**src/hw/zynq_shell_pkg.sv**
```systemverilog
`default_nettype none

package zynq_shell_pkg;

   // host register word and the index that selects one
   localparam int reg_width      = 32;
   localparam int csr_addr_width = 4;

   // the host window port drops the top two bits of the PS physical address
   localparam int host_addr_width = 30;

   // core physical address and counter widths
   localparam int core_addr_width = 32;
   localparam int cnt_width       = 64;

   // each profiler bit covers one 8 MiB slice of the core DRAM space
   localparam int region_count = 128;
   localparam int region_msb   = 29;
   localparam int region_lsb   = 23;

   // core DRAM starts here, and it is removed with an xor before rebasing
   localparam logic [core_addr_width-1:0] dram_core_base = 32'h8000_0000;

   // offsets at or above this point run past what the PS side hands out
   localparam logic [core_addr_width-1:0] dram_upper_limit = 32'h0F10_0000;

   // register word indices of the host port
   typedef enum logic [csr_addr_width-1:0] {
      csr_ctrl        = 4'd0,
      csr_dram_alloc  = 4'd1,
      csr_dram_base   = 4'd2,
      csr_prof0       = 4'd3,
      csr_prof1       = 4'd4,
      csr_prof2       = 4'd5,
      csr_prof3       = 4'd6,
      csr_mcycle_lo   = 4'd7,
      csr_mcycle_hi   = 4'd8,
      csr_minstret_lo = 4'd9,
      csr_minstret_hi = 4'd10
   } csr_addr_e;

endpackage

`default_nettype wire
```
**src/hw/zynq_host_shell.sv**
```systemverilog
`default_nettype none

module zynq_host_shell
   import zynq_shell_pkg::*;
(
   input  logic                       aclk_i,
   input  logic                       rst_n_i,

   // host register port
   input  logic                       csr_wr_valid_i,
   output logic                       csr_wr_ready_o,
   input  logic [csr_addr_width-1:0]  csr_wr_addr_i,
   input  logic [reg_width-1:0]       csr_wr_data_i,
   input  logic                       csr_rd_valid_i,
   output logic                       csr_rd_ready_o,
   input  logic [csr_addr_width-1:0]  csr_rd_addr_i,
   output logic                       csr_rdata_valid_o,
   input  logic                       csr_rdata_ready_i,
   output logic [reg_width-1:0]       csr_rdata_o,

   // host window into the core address space
   input  logic                       win_valid_i,
   output logic                       win_ready_o,
   input  logic [host_addr_width-1:0] win_addr_i,
   output logic                       core_win_valid_o,
   input  logic                       core_win_ready_i,
   output logic [core_addr_width-1:0] core_win_addr_o,

   // core DRAM requests out to the PS memory
   input  logic                       dram_req_valid_i,
   output logic                       dram_req_ready_o,
   input  logic [core_addr_width-1:0] dram_req_addr_i,
   output logic                       mem_valid_o,
   input  logic                       mem_ready_i,
   output logic [core_addr_width-1:0] mem_addr_o,

   input  logic                       retire_i,
   output logic                       dram_range_err_o,
   output logic                       core_reset_o,
   output logic                       dram_alloc_o
);

   logic                       core_run;
   logic [reg_width-1:0]       dram_base;
   logic [region_count-1:0]    region_hits;
   logic [cnt_width-1:0]       mcycle;
   logic [cnt_width-1:0]       minstret;

   // the host can restart the core through bit 0 of the control word
   // without a full reset of the shell
   assign core_reset_o = ~rst_n_i | ~core_run;

   host_csr host_regs (
      .aclk_i            (aclk_i),
      .rst_n_i           (rst_n_i),
      .csr_wr_valid_i    (csr_wr_valid_i),
      .csr_wr_ready_o    (csr_wr_ready_o),
      .csr_wr_addr_i     (csr_wr_addr_i),
      .csr_wr_data_i     (csr_wr_data_i),
      .csr_rd_valid_i    (csr_rd_valid_i),
      .csr_rd_ready_o    (csr_rd_ready_o),
      .csr_rd_addr_i     (csr_rd_addr_i),
      .csr_rdata_valid_o (csr_rdata_valid_o),
      .csr_rdata_ready_i (csr_rdata_ready_i),
      .csr_rdata_o       (csr_rdata_o),
      .region_hits_i     (region_hits),
      .mcycle_i          (mcycle),
      .minstret_i        (minstret),
      .core_run_o        (core_run),
      .dram_base_o       (dram_base),
      .dram_alloc_o      (dram_alloc_o)
   );

   host_window_xlate win_stage (
      .aclk_i           (aclk_i),
      .rst_n_i          (rst_n_i),
      .win_valid_i      (win_valid_i),
      .win_ready_o      (win_ready_o),
      .win_addr_i       (win_addr_i),
      .core_win_valid_o (core_win_valid_o),
      .core_win_ready_i (core_win_ready_i),
      .core_win_addr_o  (core_win_addr_o)
   );

   dram_rebase dram_stage (
      .aclk_i           (aclk_i),
      .rst_n_i          (rst_n_i),
      .core_reset_i     (core_reset_o),
      .dram_base_i      (dram_base),
      .dram_req_valid_i (dram_req_valid_i),
      .dram_req_ready_o (dram_req_ready_o),
      .dram_req_addr_i  (dram_req_addr_i),
      .mem_valid_o      (mem_valid_o),
      .mem_ready_i      (mem_ready_i),
      .mem_addr_o       (mem_addr_o),
      .region_hits_o    (region_hits),
      .dram_range_err_o (dram_range_err_o)
   );

   perf_counters perf (
      .aclk_i       (aclk_i),
      .rst_n_i      (rst_n_i),
      .core_reset_i (core_reset_o),
      .retire_i     (retire_i),
      .mcycle_o     (mcycle),
      .minstret_o   (minstret)
   );

endmodule

`default_nettype wire

```
**src/hw/perf_counters.sv**
```systemverilog
`default_nettype none

module perf_counters
   import zynq_shell_pkg::*;
(
   input  logic                 aclk_i,
   input  logic                 rst_n_i,
   input  logic                 core_reset_i,
   input  logic                 retire_i,
   output logic [cnt_width-1:0] mcycle_o,
   output logic [cnt_width-1:0] minstret_o
);

   logic [cnt_width-1:0] mcycle_q;
   logic [cnt_width-1:0] minstret_q;

   // both counters sit at zero for as long as the core is held in reset
   always_ff @(posedge aclk_i or negedge rst_n_i)
   begin
      if (!rst_n_i)
      begin
         mcycle_q   <= '0;
         minstret_q <= '0;
      end
      else if (core_reset_i)
      begin
         mcycle_q   <= '0;
         minstret_q <= '0;
      end
      else
      begin
         mcycle_q <= mcycle_q + 1'b1;
         if (retire_i)
            minstret_q <= minstret_q + 1'b1;
      end
   end

   assign mcycle_o   = mcycle_q;
   assign minstret_o = minstret_q;

endmodule

`default_nettype wire

```
**src/hw/dram_rebase.sv**
```systemverilog
`default_nettype none

module dram_rebase
   import zynq_shell_pkg::*;
(
   input  logic                       aclk_i,
   input  logic                       rst_n_i,
   input  logic                       core_reset_i,
   input  logic [core_addr_width-1:0] dram_base_i,

   input  logic                       dram_req_valid_i,
   output logic                       dram_req_ready_o,
   input  logic [core_addr_width-1:0] dram_req_addr_i,

   output logic                       mem_valid_o,
   input  logic                       mem_ready_i,
   output logic [core_addr_width-1:0] mem_addr_o,

   output logic [region_count-1:0]    region_hits_o,
   output logic                       dram_range_err_o
);

   logic                             req_fire;
   logic [core_addr_width-1:0]       offset;
   logic [core_addr_width-1:0]       rebased;
   logic [region_msb-region_lsb:0]   region_idx;
   logic                             full_q;
   logic [core_addr_width-1:0]       addr_q;
   logic [region_count-1:0]          hits_q;
   logic                             range_err_q;

   // core DRAM is based at 0x8000_0000, so the xor strips the base and the
   // sum moves the request into the buffer allocated by the PS
   assign offset     = dram_req_addr_i ^ dram_core_base;
   assign rebased    = offset + dram_base_i;
   assign region_idx = dram_req_addr_i[region_msb:region_lsb];

   assign dram_req_ready_o = ~full_q | mem_ready_i;
   assign req_fire         = dram_req_valid_i & dram_req_ready_o;

   always_ff @(posedge aclk_i or negedge rst_n_i)
   begin
      if (!rst_n_i)
         full_q <= 1'b0;
      else if (req_fire)
         full_q <= 1'b1;
      else if (mem_ready_i)
         full_q <= 1'b0;
   end

   always_ff @(posedge aclk_i)
   begin
      if (req_fire)
         addr_q <= rebased;
   end

   // the profiler keeps one bit per region to show how much DRAM a program touches
   always_ff @(posedge aclk_i or negedge rst_n_i)
   begin
      if (!rst_n_i)
      begin
         hits_q      <= '0;
         range_err_q <= 1'b0;
      end
      else if (core_reset_i)
      begin
         hits_q      <= '0;
         range_err_q <= 1'b0;
      end
      else if (req_fire)
      begin
         hits_q[region_idx] <= 1'b1;
         if (offset >= dram_upper_limit)
            range_err_q <= 1'b1;
      end
   end

   assign mem_valid_o      = full_q;
   assign mem_addr_o       = addr_q;
   assign region_hits_o    = hits_q;
   assign dram_range_err_o = range_err_q;

endmodule

`default_nettype wire

```
**src/hw/host_window_xlate.sv**
```systemverilog
`default_nettype none

module host_window_xlate
   import zynq_shell_pkg::*;
(
   input  logic                       aclk_i,
   input  logic                       rst_n_i,

   input  logic                       win_valid_i,
   output logic                       win_ready_o,
   input  logic [host_addr_width-1:0] win_addr_i,

   output logic                       core_win_valid_o,
   input  logic                       core_win_ready_i,
   output logic [core_addr_width-1:0] core_win_addr_o
);

   logic                       win_fire;
   logic [core_addr_width-1:0] xlate_addr;
   logic                       full_q;
   logic [core_addr_width-1:0] addr_q;

   // window 0x0000_0000 maps onto core DRAM at 0x8000_0000 and window
   // 0x2000_0000 onto the core local space at 0x0000_0000
   assign xlate_addr = {~win_addr_i[host_addr_width-1], 3'b000, win_addr_i[27:0]};

   // a new address may enter in the same cycle the held one leaves
   assign win_ready_o = ~full_q | core_win_ready_i;
   assign win_fire    = win_valid_i & win_ready_o;

   always_ff @(posedge aclk_i or negedge rst_n_i)
   begin
      if (!rst_n_i)
         full_q <= 1'b0;
      else if (win_fire)
         full_q <= 1'b1;
      else if (core_win_ready_i)
         full_q <= 1'b0;
   end

   always_ff @(posedge aclk_i)
   begin
      if (win_fire)
         addr_q <= xlate_addr;
   end

   assign core_win_valid_o = full_q;
   assign core_win_addr_o  = addr_q;

endmodule

`default_nettype wire

```
**src/hw/host_csr.sv**
```systemverilog
`default_nettype none

module host_csr
   import zynq_shell_pkg::*;
(
   input  logic                      aclk_i,
   input  logic                      rst_n_i,

   input  logic                      csr_wr_valid_i,
   output logic                      csr_wr_ready_o,
   input  logic [csr_addr_width-1:0] csr_wr_addr_i,
   input  logic [reg_width-1:0]      csr_wr_data_i,

   input  logic                      csr_rd_valid_i,
   output logic                      csr_rd_ready_o,
   input  logic [csr_addr_width-1:0] csr_rd_addr_i,

   output logic                      csr_rdata_valid_o,
   input  logic                      csr_rdata_ready_i,
   output logic [reg_width-1:0]      csr_rdata_o,

   input  logic [region_count-1:0]   region_hits_i,
   input  logic [cnt_width-1:0]      mcycle_i,
   input  logic [cnt_width-1:0]      minstret_i,

   output logic                      core_run_o,
   output logic [reg_width-1:0]      dram_base_o,
   output logic                      dram_alloc_o
);

   csr_addr_e            wr_sel;
   csr_addr_e            rd_sel;
   logic                 port_up_q;
   logic                 wr_fire;
   logic                 rd_fire;
   logic [reg_width-1:0] ctrl_q;
   logic [reg_width-1:0] alloc_q;
   logic [reg_width-1:0] base_q;
   logic [reg_width-1:0] rd_mux;
   logic                 rvalid_q;
   logic [reg_width-1:0] rdata_q;

   assign wr_sel = csr_addr_e'(csr_wr_addr_i);
   assign rd_sel = csr_addr_e'(csr_rd_addr_i);

   // the port comes up one edge after reset is released
   assign csr_wr_ready_o = port_up_q;
   assign csr_rd_ready_o = port_up_q & ~rvalid_q;

   assign wr_fire = csr_wr_valid_i & csr_wr_ready_o;
   assign rd_fire = csr_rd_valid_i & csr_rd_ready_o;

   always_ff @(posedge aclk_i or negedge rst_n_i)
   begin
      if (!rst_n_i)
      begin
         port_up_q <= 1'b0;
         ctrl_q    <= '0;
         alloc_q   <= '0;
         base_q    <= '0;
      end
      else
      begin
         port_up_q <= 1'b1;
         if (wr_fire)
         begin
            // only the first three words take writes
            case (wr_sel)
               csr_ctrl:       ctrl_q  <= csr_wr_data_i;
               csr_dram_alloc: alloc_q <= csr_wr_data_i;
               csr_dram_base:  base_q  <= csr_wr_data_i;
               default:        ;
            endcase
         end
      end
   end

   always_comb
   begin
      case (rd_sel)
         csr_ctrl:        rd_mux = ctrl_q;
         csr_dram_alloc:  rd_mux = alloc_q;
         csr_dram_base:   rd_mux = base_q;
         csr_prof0:       rd_mux = region_hits_i[0*reg_width +: reg_width];
         csr_prof1:       rd_mux = region_hits_i[1*reg_width +: reg_width];
         csr_prof2:       rd_mux = region_hits_i[2*reg_width +: reg_width];
         csr_prof3:       rd_mux = region_hits_i[3*reg_width +: reg_width];
         csr_mcycle_lo:   rd_mux = mcycle_i[reg_width-1:0];
         csr_mcycle_hi:   rd_mux = mcycle_i[cnt_width-1:reg_width];
         csr_minstret_lo: rd_mux = minstret_i[reg_width-1:0];
         csr_minstret_hi: rd_mux = minstret_i[cnt_width-1:reg_width];
         default:         rd_mux = '0;
      endcase
   end

   // one response slot that is freed when the host takes it
   always_ff @(posedge aclk_i or negedge rst_n_i)
   begin
      if (!rst_n_i)
         rvalid_q <= 1'b0;
      else if (rd_fire)
         rvalid_q <= 1'b1;
      else if (csr_rdata_ready_i)
         rvalid_q <= 1'b0;
   end

   always_ff @(posedge aclk_i)
   begin
      if (rd_fire)
         rdata_q <= rd_mux;
   end

   assign csr_rdata_valid_o = rvalid_q;
   assign csr_rdata_o       = rdata_q;

   assign core_run_o   = ctrl_q[0];
   assign dram_alloc_o = alloc_q[0];
   assign dram_base_o  = base_q;

endmodule

`default_nettype wire

```
**config.mk**
```make
export PLATFORM = sky130hd
export DESIGN_NAME = zynq_host_shell
export DESIGN_NICKNAME = d
export VERILOG_FILES = /design/src/hw/zynq_shell_pkg.sv /design/src/hw/zynq_host_shell.sv /design/src/hw/perf_counters.sv /design/src/hw/dram_rebase.sv /design/src/hw/host_window_xlate.sv /design/src/hw/host_csr.sv
export SDC_FILE = /design/constraint.sdc
export NUM_CORES = 1
export LEC_CHECK = 0
export ABC_AREA = 1
export BUFFER_PORTS_ARGS = -buffer_cell sky130_fd_sc_hd__buf_2
export CAP_MARGIN = 20
export CELL_PAD_IN_SITES_DETAIL_PLACEMENT = 1
export CELL_PAD_IN_SITES_GLOBAL_PLACEMENT = 1
export CORE_UTILIZATION = 45
export CTS_CLUSTER_DIAMETER = 200
export DETAILED_ROUTE_END_ITERATION = 6
export GPL_TIMING_DRIVEN = 1
export PLACE_DENSITY = 0.8
export SYNTH_ARGS = -nofsm -noshare
export SYNTH_HDL_FRONTEND = slang
export SYNTH_SLANG_ARGS = --single-unit
```
**constraint.sdc**
```tcl
create_clock -name aclk_i -period 2.91 [get_ports aclk_i]
set_clock_uncertainty 0.15 [all_clocks]
set_input_delay 0.582 -clock aclk_i [delete_from_list [all_inputs] [get_ports aclk_i]]
set_output_delay 0.582 -clock aclk_i [all_outputs]
set_load 0.03 [all_outputs]
```
==> results_dict.tcl, run 1 <==
set metrics [dict create \
    synth_top_cell_area_share_pct 36.8 \
    grt.overflow.total 0 \
    setup_tns_ns 0 \
    worst-path-max-fanout 12 \
    yosys_warnings 0 \
    antenna_found_initial 0 \
    maxCapViolCount 0 \
    cts_buffers 51 \
    ctsResizeCount 0 \
    antennaDiodeCount 0 \
    path_clk_slew_ns 0.06 \
    ys_types 50 \
    start_kind "primary input" \
    pre_cts_ws_ns 0.109 \
    setup_viol 0 \
    clock-sinks 450 \
    die_x_um 234 \
    finalCritPeriodShare_pct 88.2 \
    synth_common_cells "nand2_1 (824), inv_1 (459), nor2_1 (454)" \
    synth.avg_cell_area_um2 7.61 \
    chipHeight_um 234 \
    finalCriticalPeriod_ns 2.57 \
    synthArstFlopShare_pct 79.3 \
    setup_slack_ns 0.345 \
    stdcell_count 4214 \
    start_util_pct 45.9 \
    synth_fa_ha_area_share_pct 1.78 \
    rr_endpoint "dram_stage.mem_addr_o[30]" \
    syn_area_um2 24300 \
    reg2reg_from "host_regs.dram_base_o[0]" \
    clk_path_buf_depth 3 \
    drv_slew 0 \
    area_growth_pct 17.6 \
    wire_per_inst_um 23.2 \
    drive_gt1_share_pct 12.7 \
    r2r_cells 12 \
    grt_use_total_pct 35.8 \
    multi_input_comb_area_um2 10400 \
    synthMostInstantiatedCell "nand2_1" \
    synth-simple-area-share_pct 27.5 \
    h-tree-depth 2 \
    dp_hpwl_mm 73.6 \
    startpoint "rst_n_i" \
    design_area_um2 28600 \
    synth_seq_cells 450 \
    power.leakage_nw 12.4 \
    worst-slew-pin-transition_ns 0.955 \
    antenna_left 0 \
    grt_max_degree 157 \
    placed_area_um2 26700 \
    grt_pass1_wl_mm 147 \
    synth_largest_area_cell "dfrtp_1" \
    synth_xor_area_share_pct 1.19 \
    port_buffers 213 \
    critical_path_class "in -> out" \
    num_vias 24020 \
    rsz0062_at_grt "false" \
    status "completed" \
    hold-worst-slack_ns 0.0352 \
    core_um2 53000 \
    rows 84 \
    first_global_vias 24802 \
    ys_seq_area_share_pct 48.3 \
    synth_top_family_by_area "simple AND/OR/NAND/NOR gates" \
    fmaxAchievable_mhz 390 \
    ff2ff_setup_slack_ns 0.37 \
    hold_class "in -> reg" \
    dieArea_um2 54900 \
    crit_end "core_reset_o" \
    root_buffer "clkbuf_16" \
    drtIter0Drc 1922 \
    required_ns 2.18 \
    clk_latency_ns 0.64 \
    cts_tree "built" \
    cp-end-kind "output port" \
    ios 218 \
    critPathArrivalTime_ns 1.83 \
    holdPathStages 3 \
    power.density_nw_per_um2 562 \
    nets 3629 \
    relSlewSlack_pct 36.3 \
    routed_wl_mm 97.7 \
    yosys-top-cells-area "dfrtp_1 (37%), nand2_1 (13%), edfxtp_1 (11%)" \
    fill_cells 6698 \
    ys.flop_type "dfrtp_1" \
    synth_edf_count 93 \
    viasPerCell 5.70 \
    placedCellCount 4088 \
    synth-compound-area-share_pct 12.2 \
    place_congestion 0.978 \
    finalHoldViolations 0 \
    postSynthCellCount 3191 \
    dr.pass1.iters 5 \
    synth.mux.area_fraction_pct 0 \
    peakVddDrop_uv 516 \
    drcViolationCount 0 \
    final-seq-area_um2 11700 \
]
==> sequential cells by signal, summed over array words and instances, names as in the netlist <==
| signal | flops |
|---|---|
| win_stage.core_win_valid_o | 1 |
| host_regs.ctrl_q | 32 |
| win_stage.core_win_addr_o | 29 |
| dram_stage.mem_addr_o | 32 |
| dram_stage.region_hits_o | 128 |
| host_regs.dram_base_o | 32 |
| perf.mcycle_o | 64 |
| dram_stage.mem_valid_o | 1 |
| host_regs.csr_rdata_o | 32 |
| dram_stage.dram_range_err_o | 1 |
| host_regs.csr_wr_ready_o | 1 |
| perf.minstret_o | 64 |
| host_regs.csr_rdata_valid_o | 1 |
| host_regs.alloc_q | 32 |
==> metal layers <==
metal	global-route usage [%]	wire, um	up-vias
met5	0	0	-
met4	15.3	4210	0
met3	4.71	6900	210
met2	57.5	44500	939
met1	48.5	42100	12038
li1	-	-	10833
==> critical path: stages <==
cell and delay (ns):
dlygate4sd3_1 0.56, buf_8 0.16, nand2_4 0.23, buf_2 0.26
==> logic make-up after synthesis <==
| kind of cell | Yosys count |
|---|---|
| and+or+nand+nor | 1579 |
| buffers and inverters | 560 |
| AOI/OAI and AO/OA | 533 |
| DFF | 450 |
| adders and majority gates | 34 |
| xor gates and xnor gates | 33 |
| other | 2 |
==> placed cells by master, fill, tap and decap left out, types with 4 or more instances in the layout <==
cell type      count
clkbuf_16         51
nor3_2            11
dlygate4sd3_1     30
clkinvlp_4         5
ha_1              33
nor2_4             8
o21ai_0          176
inv_1            459
nand2_2           11
nand4_1           24
a21oi_1          211
nand2_1          823
clkbuf_8           5
buf_4             74
and3_1             6
buf_2            212
nor4_4             6
nor2_1           454
conb_1             4
nor3_1            38
nor2_2            19
a211oi_1          15
nand3_2            4
inv_2              5
nand3_1          148
and2_1             6
buf_12            14
o22ai_1           76
a221oi_1          29
xor2_1            30
dfrtp_1          357
nand3b_1           9
o21ai_1            4
clkbuf_1          20
edfxtp_1          93
o21a_1             8
clkinv_2           9
==> cell type report <==
class / instances / share of cell area (%)
clock inverters: 20 / 0.700
multi-input cells: 2183 / 36.4
flip-flops and latches: 450 / 41.0
inverters: 466 / 6.13
clock buffers: 76 / 4.97
well taps: 688 / 3.01
repair buffers: 331 / 7.74
==> report_power, final <==
| group | internal, mW | switching (mW) |
|---|---|---|
| combinational | 0.743 | 1.79 |
| clock | 3.50 | 2.85 |
| sequential | 6.90 | 0.284 |
==> how the worst min path moves through the flow <==
stage,start,end
2_1_floorplan,rst_n_i,dram_stage.dram_range_err_o
3_5_place_dp,host_regs.ctrl_q[29],host_regs.ctrl_q[29]
6_report,win_valid_i,win_stage.core_win_valid_o
3_3_place_gp,host_regs.ctrl_q[4],host_regs.ctrl_q[4]
4_1_cts,win_addr_i[29],win_stage.core_win_addr_o[31]
5_1_grt,win_valid_i,win_stage.core_win_valid_o
==> through the flow <==
stage,util [%],total power [mW]
CTS,54.0,16.1
global placement,50.3,9.61
finish,54.0,16.1
detailed placement,50.3,9.76
global route,54.0,16.6
floorplan,-,8.73
==> timing repair <==
item	4_1_cts	5_1_grt
hold buffers	30	0
hold endpoints to repair	57	0
buffers inserted	0	0
Power figures use the tool's default switching activity.
==> run 2: changes to the inputs <==
--- a/config.mk
+++ b/config.mk
@@ -10,11 +10,12 @@
 export CAP_MARGIN = 20
 export CELL_PAD_IN_SITES_DETAIL_PLACEMENT = 1
 export CELL_PAD_IN_SITES_GLOBAL_PLACEMENT = 1
-export CORE_UTILIZATION = 45
+export CORE_UTILIZATION = 44
 export CTS_CLUSTER_DIAMETER = 200
 export DETAILED_ROUTE_END_ITERATION = 6
 export GPL_TIMING_DRIVEN = 1
-export PLACE_DENSITY = 0.8
+export PLACE_DENSITY = 0.79
 export SYNTH_ARGS = -nofsm -noshare
 export SYNTH_HDL_FRONTEND = slang
+export SYNTH_HIERARCHICAL = 1
 export SYNTH_SLANG_ARGS = --single-unit
==> results_dict.tcl, run 2 <==
set metrics [dict create \
    status "completed" \
    die_x_um 240 \
    syn_area_um2 24800 \
    antenna_found_initial 5 \
    critPathArrivalTime_ns 2.67 \
    dp_hpwl_mm 75.2 \
    cts_buffers 51 \
    synth_edf_count 93 \
    start_kind "register" \
    cts_tree "built" \
    power.leakage_nw 13.3 \
    multi_input_comb_area_um2 11400 \
    grt_max_degree 161 \
    synth_seq_cells 450 \
    setup_tns_ns 0 \
    required_ns 3.13 \
    drive_gt1_share_pct 11.8 \
    worst-path-max-fanout 4 \
    grt_use_total_pct 36.4 \
    num_vias 25038 \
    path_clk_slew_ns 0.06 \
    place_congestion 0.982 \
    drcViolationCount 0 \
    rr_endpoint "dram_stage/mem_addr_o[28]" \
    relSlewSlack_pct 36.0 \
    clk_latency_ns 0.63 \
    setup_viol 0 \
    pre_cts_ws_ns 0.210 \
    h-tree-depth 2 \
    synth_top_cell_area_share_pct 36.0 \
    power_frac_comb_pct 16.2 \
    yosys_warnings 6 \
    ys_seq_area_share_pct 47.2 \
    reg2reg_from "host_regs/dram_base_o[0]" \
    power_mw 16.6 \
    finalCriticalPeriod_ns 2.45 \
    fill_cells 7078 \
    port_buffers 213 \
    setup_slack_ns 0.460 \
    peakVddDrop_uv 466 \
    worst-slew-pin-transition_ns 0.960 \
    rows 86 \
    fmaxAchievable_mhz 408 \
    chipHeight_um 240 \
    p_int_mw 11.5 \
    cp-end-kind "register" \
    synthArstFlopShare_pct 79.3 \
    root_buffer "clkbuf_16" \
    clk_path_buf_depth 3 \
    ff2ff_setup_slack_ns 0.46 \
    ios 218 \
    grt.overflow.total 0 \
    routed_wl_mm 104 \
    pwr-share-seq_pct 43.3 \
    wire_per_inst_um 23.7 \
    power.share.switching_pct 30.6 \
    final-seq-area_um2 11700 \
    p_switching_mw 5.09 \
    first_global_vias 25849 \
    largest_register_ff_count 128 \
    rsz0062_at_grt "false" \
    critical_path_class "reg -> reg" \
    dr.pass1.iters 5 \
    layout_common_cells "nand2_1 (887), nor2_1 (608), nand3_1 (384)" \
    postSynthCellCount 3354 \
    core_um2 55400 \
    antenna_left 0 \
    yosys-top-cells-area "dfrtp_1 (36%), nand2_1 (13%), edfxtp_1 (11%)" \
    finalCritPeriodShare_pct 84.2 \
    drtIter0Drc 2012 \
    ys_types 47 \
    synth.avg_cell_area_um2 7.40 \
    grt_pass1_wl_mm 157 \
    clock_power_share_pct 40.5 \
    synthMostInstantiatedCell "nand2_1" \
    r2r_cells 12 \
    drv_slew 0 \
    ys.flop_type "dfrtp_1" \
    power.density_nw_per_um2 575 \
    nets 3734 \
    start_util_pct 44.8 \
    placed_area_um2 26900 \
    layout_commonest_cell "nand2_1" \
    finalHoldViolations 0 \
    viasPerCell 5.71 \
    maxCapViolCount 0 \
    cts_setup_buffers 0 \
    design_area_um2 28900 \
    area_growth_pct 16.4 \
    clock-sinks 450 \
    synth_common_cells "nand2_1 (888), nor2_1 (610), nand3_1 (384)" \
    synth_largest_area_cell "dfrtp_1" \
    hold_class "in -> async" \
    dieArea_um2 57400 \
]
==> run 2: cell types whose count changed in the layout (fill, tap and decap cells not counted), moves of 6 or more <==
cell,previous run,this run
o22ai_1,76,0
nor2_4,8,19
nor2_1,454,608
a21oi_1,211,200
inv_2,5,11
nand2_1,823,887
a211oi_1,15,0
o21ai_0,176,145
nor2_2,19,12
nand3_1,148,384
a221oi_1,29,0
inv_1,459,302
clkbuf_8,5,11
buf_4,74,45
==> run 2: cell families after synthesis <==
group / after synthesis / share of synthesized area, %
AOI/OAI and AO/OA: 367 / 7.53
xor gates and xnor gates: 39 / 1.38
adders and majority gates: 34 / 1.74
buffers and inverters: 436 / 7.20
DFF: 450 / 47.2
other: 2 / 0.0302
and+or+nand+nor: 2026 / 34.9
==> run 2: worst max-delay path by stage <==
| stage | start | endpoint | slack, ns | cells after the start |
|---|---|---|---|---|
| floorplan | win_valid_i | win_stage/core_win_addr_o[0] | 0.28 | 2 |
| global placement | dram_req_addr_i[0] | dram_stage/mem_addr_o[28] | 0.27 | 13 |
| detailed placement | dram_req_addr_i[0] | dram_stage/mem_addr_o[20] | 0.21 | 13 |
| CTS | host_regs/dram_base_o[0] | dram_stage/mem_addr_o[28] | 0.44 | 12 |
| global route | host_regs/dram_base_o[0] | dram_stage/mem_addr_o[28] | 0.27 | 12 |
| finish | host_regs/dram_base_o[0] | dram_stage/mem_addr_o[28] | 0.46 | 12 |
==> run 2: per-stage QoR <==
step / utilization (%) / hold WS, ns / cells
2_1_floorplan: - / 0.136 / 3356
3_3_place_gp: 48.5 / 0.317 / 4253
3_5_place_dp: 48.5 / 0.324 / 4254
4_1_cts: 52.1 / 0.00935 / 4378
5_1_grt: 52.1 / 0.0530 / 4380
6_report: 52.1 / 0.0214 / 4382
==> run 2: final cells by class <==
class                      count  share of cell area, %
multi-input combinational   2470                   39.3
tap                          748                   3.24
sequential                   450                   40.6
clock inverter                17                  0.663
clock buffer                  78                   5.22
timing repair buffer         301                   6.84
antenna                        4                 0.0346
inverter                     314                   4.10
==> run 2: repair_timing <==
action,4_1_cts,5_1_grt
endpoints found under the hold margin,29,0
hold buffers,29,0
resized for setup,0,0
==> run 2: per-layer routing <==
layer / GRT usage (%) / share of wire, %
met4: 18.9 / 5.4
met2: 59.1 / 47
met3: 4.67 / 5.9
met5: 0 / 0.027
met1: 47.5 / 42
==> run 2: worst max-delay path: stages (launching register included) <==
cell and delay [ns]:
dfrtp_1 0.43, ha_1 0.26, fa_1 0.47, nand3_1 0.12, nand3_1 0.12, nand2_1 0.09
nand2_1 0.09, nand2_1 0.07, nand2_1 0.11, nand2_1 0.13, nand2_1 0.06, nand2_1 0.06
nand2_1 0.04
==> run 2: power by group through the flow <==
stage	sequential, mW	clock, mW	combinational [mW]
5_1_grt	7.22	7.03	2.92
4_1_cts	7.18	6.77	2.65
6_report	7.19	6.73	2.68
3_3_place_gp	7.27	0	2.50
2_1_floorplan	7.47	0	1.36
3_5_place_dp	7.29	0	2.60
==> run 3: changes to the inputs <==
--- a/config.mk
+++ b/config.mk
@@ -10,11 +10,11 @@
 export CAP_MARGIN = 20
 export CELL_PAD_IN_SITES_DETAIL_PLACEMENT = 1
 export CELL_PAD_IN_SITES_GLOBAL_PLACEMENT = 1
-export CORE_UTILIZATION = 44
+export CORE_UTILIZATION = 40
 export CTS_CLUSTER_DIAMETER = 200
 export DETAILED_ROUTE_END_ITERATION = 6
 export GPL_TIMING_DRIVEN = 1
-export PLACE_DENSITY = 0.79
+export PLACE_DENSITY = 0.76
 export SYNTH_ARGS = -nofsm -noshare
 export SYNTH_HDL_FRONTEND = slang
 export SYNTH_HIERARCHICAL = 1
==> constraint.sdc (replaced) <==
create_clock -name aclk_i -period 2 [get_ports aclk_i]
set_clock_uncertainty 0.15 [all_clocks]
set_input_delay 0.4 -clock aclk_i [delete_from_list [all_inputs] [get_ports aclk_i]]
set_output_delay 0.4 -clock aclk_i [all_outputs]
set_load 0.03 [all_outputs]
==> results_dict.tcl, run 3 (same netlist as run 2, synthesis figures left out) <==
set metrics [dict create \
    required_ns 2.22 \
    core_um2 60800 \
    rows 90 \
    clk_latency_ns 0.64 \
    place_congestion 0.969 \
    h-tree-depth 2 \
    critPathArrivalTime_ns 2.35 \
    drcViolationCount 0 \
    largest_register_ff_count 128 \
    root_buffer "clkbuf_16" \
    wire_per_inst_um 23.5 \
    area_growth_pct 30.9 \
    rsz0062_at_grt "true" \
    layout_commonest_cell "nand2_1" \
    antenna_found_initial 0 \
    dieArea_um2 63100 \
    start_util_pct 40.8 \
    slowest_stage "dfrtp_2" \
    chipHeight_um 251 \
    setup_viol 15 \
    nets 4034 \
    status "finished with violations" \
    dp_hpwl_mm 79.1 \
    setup_tns_ns -0.949 \
    grt_max_degree 103 \
    finalHoldViolations 0 \
    num_vias 26235 \
    drive_gt1_share_pct 23.3 \
    worst-slew-pin-transition_ns 0.989 \
    peakVddDrop_uv 602 \
    maxCapViolCount 0 \
    fill_cells 7450 \
    crit_path_max_incr_delay_ns 0.44 \
    grt_use_total_pct 34.3 \
    clk_path_buf_depth 3 \
    path_clk_slew_ns 0.06 \
    violations "negative setup slack" \
    viasPerCell 5.56 \
    finalCritPeriodShare_pct 107 \
    relSlewSlack_pct 33.8 \
    hold-worst-slack_ns 0.00920 \
    die_x_um 251 \
    start_kind "register" \
    ios 218 \
    grt.overflow.total 0 \
    cp-end-kind "register" \
    drv_slew 0 \
    antenna_left 0 \
    grt_pass1_wl_mm 164 \
    first_global_vias 27156 \
    fmaxAchievable_mhz 468 \
    cts_tree "built" \
    worst-path-max-fanout 4 \
    critical_path_class "reg -> reg" \
    cts_buffers 53 \
    path_cells "ha_4 -> fa_2 -> nand3_2 -> nand3_2 -> nand2_2 -> nand2_4 -> buf_6 -> nand2_2 -> nand2_2 -> xor2_1" \
    layout_common_cells "nand2_1 (826), nor2_1 (567), nand3_1 (370)" \
    hold_class "in -> reg" \
    crit_top_cell "nand2_2" \
    power.leakage_nw 15.0 \
    setup_slack_ns -0.136 \
    routed_wl_mm 111 \
    port_buffers 213 \
    finalCriticalPeriod_ns 2.14 \
    drtIter0Drc 2349 \
    power.density_nw_per_um2 794 \
    clock-sinks 450 \
    dr.pass1.iters 5 \
]
## run 3: cell count changes in the layout (fill, tap and decap cells not counted), moves of 25 or more
cell           delta
nor2_1           -41
dlygate4sd3_1    +38
buf_4           +241
nand2_2          +48
nor2_2           +33
dfrtp_1          -45
dfrtp_2          +45
nand2_1          -61
ha_4             +25
ha_1             -27
## run 3: stage by stage
stage	power [mW]	instances	area [um2]	utilization, %	setup WS [ns]
finish	25.8	4716	32500	53.5	-0.136
global route	26.7	4715	32500	53.4	-0.192
CTS	25.4	4689	31700	52.2	-0.0979
detailed placement	15.0	4514	28800	47.4	-0.283
global placement	14.8	4514	28800	47.4	-0.213
floorplan	12.9	3356	24900	-	-0.0213
## run 3: timing repair
action                                 CTS  global route
hold buffers                            67             1
resized for setup                       72           185
endpoints found under the hold margin  142             1
setup endpoints to repair               32            81
pin swaps                               13            43
setup buffers                            8            25
## run 3: where the power goes
part           leakage [nW]  switching (mW)  internal, mW
Clock                 0.868            4.33          5.69
Sequential             5.70           0.464          10.1
Combinational          8.41            3.27          2.00
Total                  15.0            8.07          17.7
## run 3: cell type report
| type | instances | area [um2] | share of cell area [%] |
|---|---|---|---|
| diodes | 1 | 2.50 | 0.00770 |
| inverters | 314 | 1200 | 3.68 |
| repair buffers | 599 | 4520 | 13.9 |
| clock buffers | 74 | 1470 | 4.51 |
| well taps | 782 | 978 | 3.01 |
| clock inverters | 26 | 299 | 0.920 |
| multi-input cells | 2470 | 12300 | 37.7 |
| flip-flops and latches | 450 | 11800 | 36.3 |
## run 3: final timing paths
check / start / end / slack, ns / cells past startpoint
min in group asynchronous: rst_n_i / perf/mcycle_o[33] / 0.24 / 3
worst max register to register: host_regs/dram_base_o[0] / dram_stage/mem_addr_o[16] / -0.14 / 10
worst min-delay path: retire_i / perf/minstret_o[1] / 0.009 / 3
max in group asynchronous: rst_n_i / perf/minstret_o[3] / 0.48 / 4
worst min register to register: host_regs/alloc_q[3] / host_regs/alloc_q[3] / 0.34 / 2
worst max-delay path: host_regs/dram_base_o[0] / dram_stage/mem_addr_o[16] / -0.14 / 10
## run 3: critical path: cells and delay by family, from the launching register on
| family | cells | cell delay [ns] |
|---|---|---|
| AND/OR/NAND/NOR | 6 | 0.46 |
| XOR/XNOR | 1 | 0.14 |
| buffers and inverters | 1 | 0.14 |
| flip-flops | 1 | 0.44 |
| adder cells (fa/ha/maj) | 2 | 0.56 |
## run 3: per-layer routing
layer	global-route usage, %	vias up	part of all wire [%]
li1	-	11854	-
met1	44.5	13201	41
met2	58.3	957	49
met3	4.46	223	6.3
met4	12.8	0	4.2
met5	0	-	0
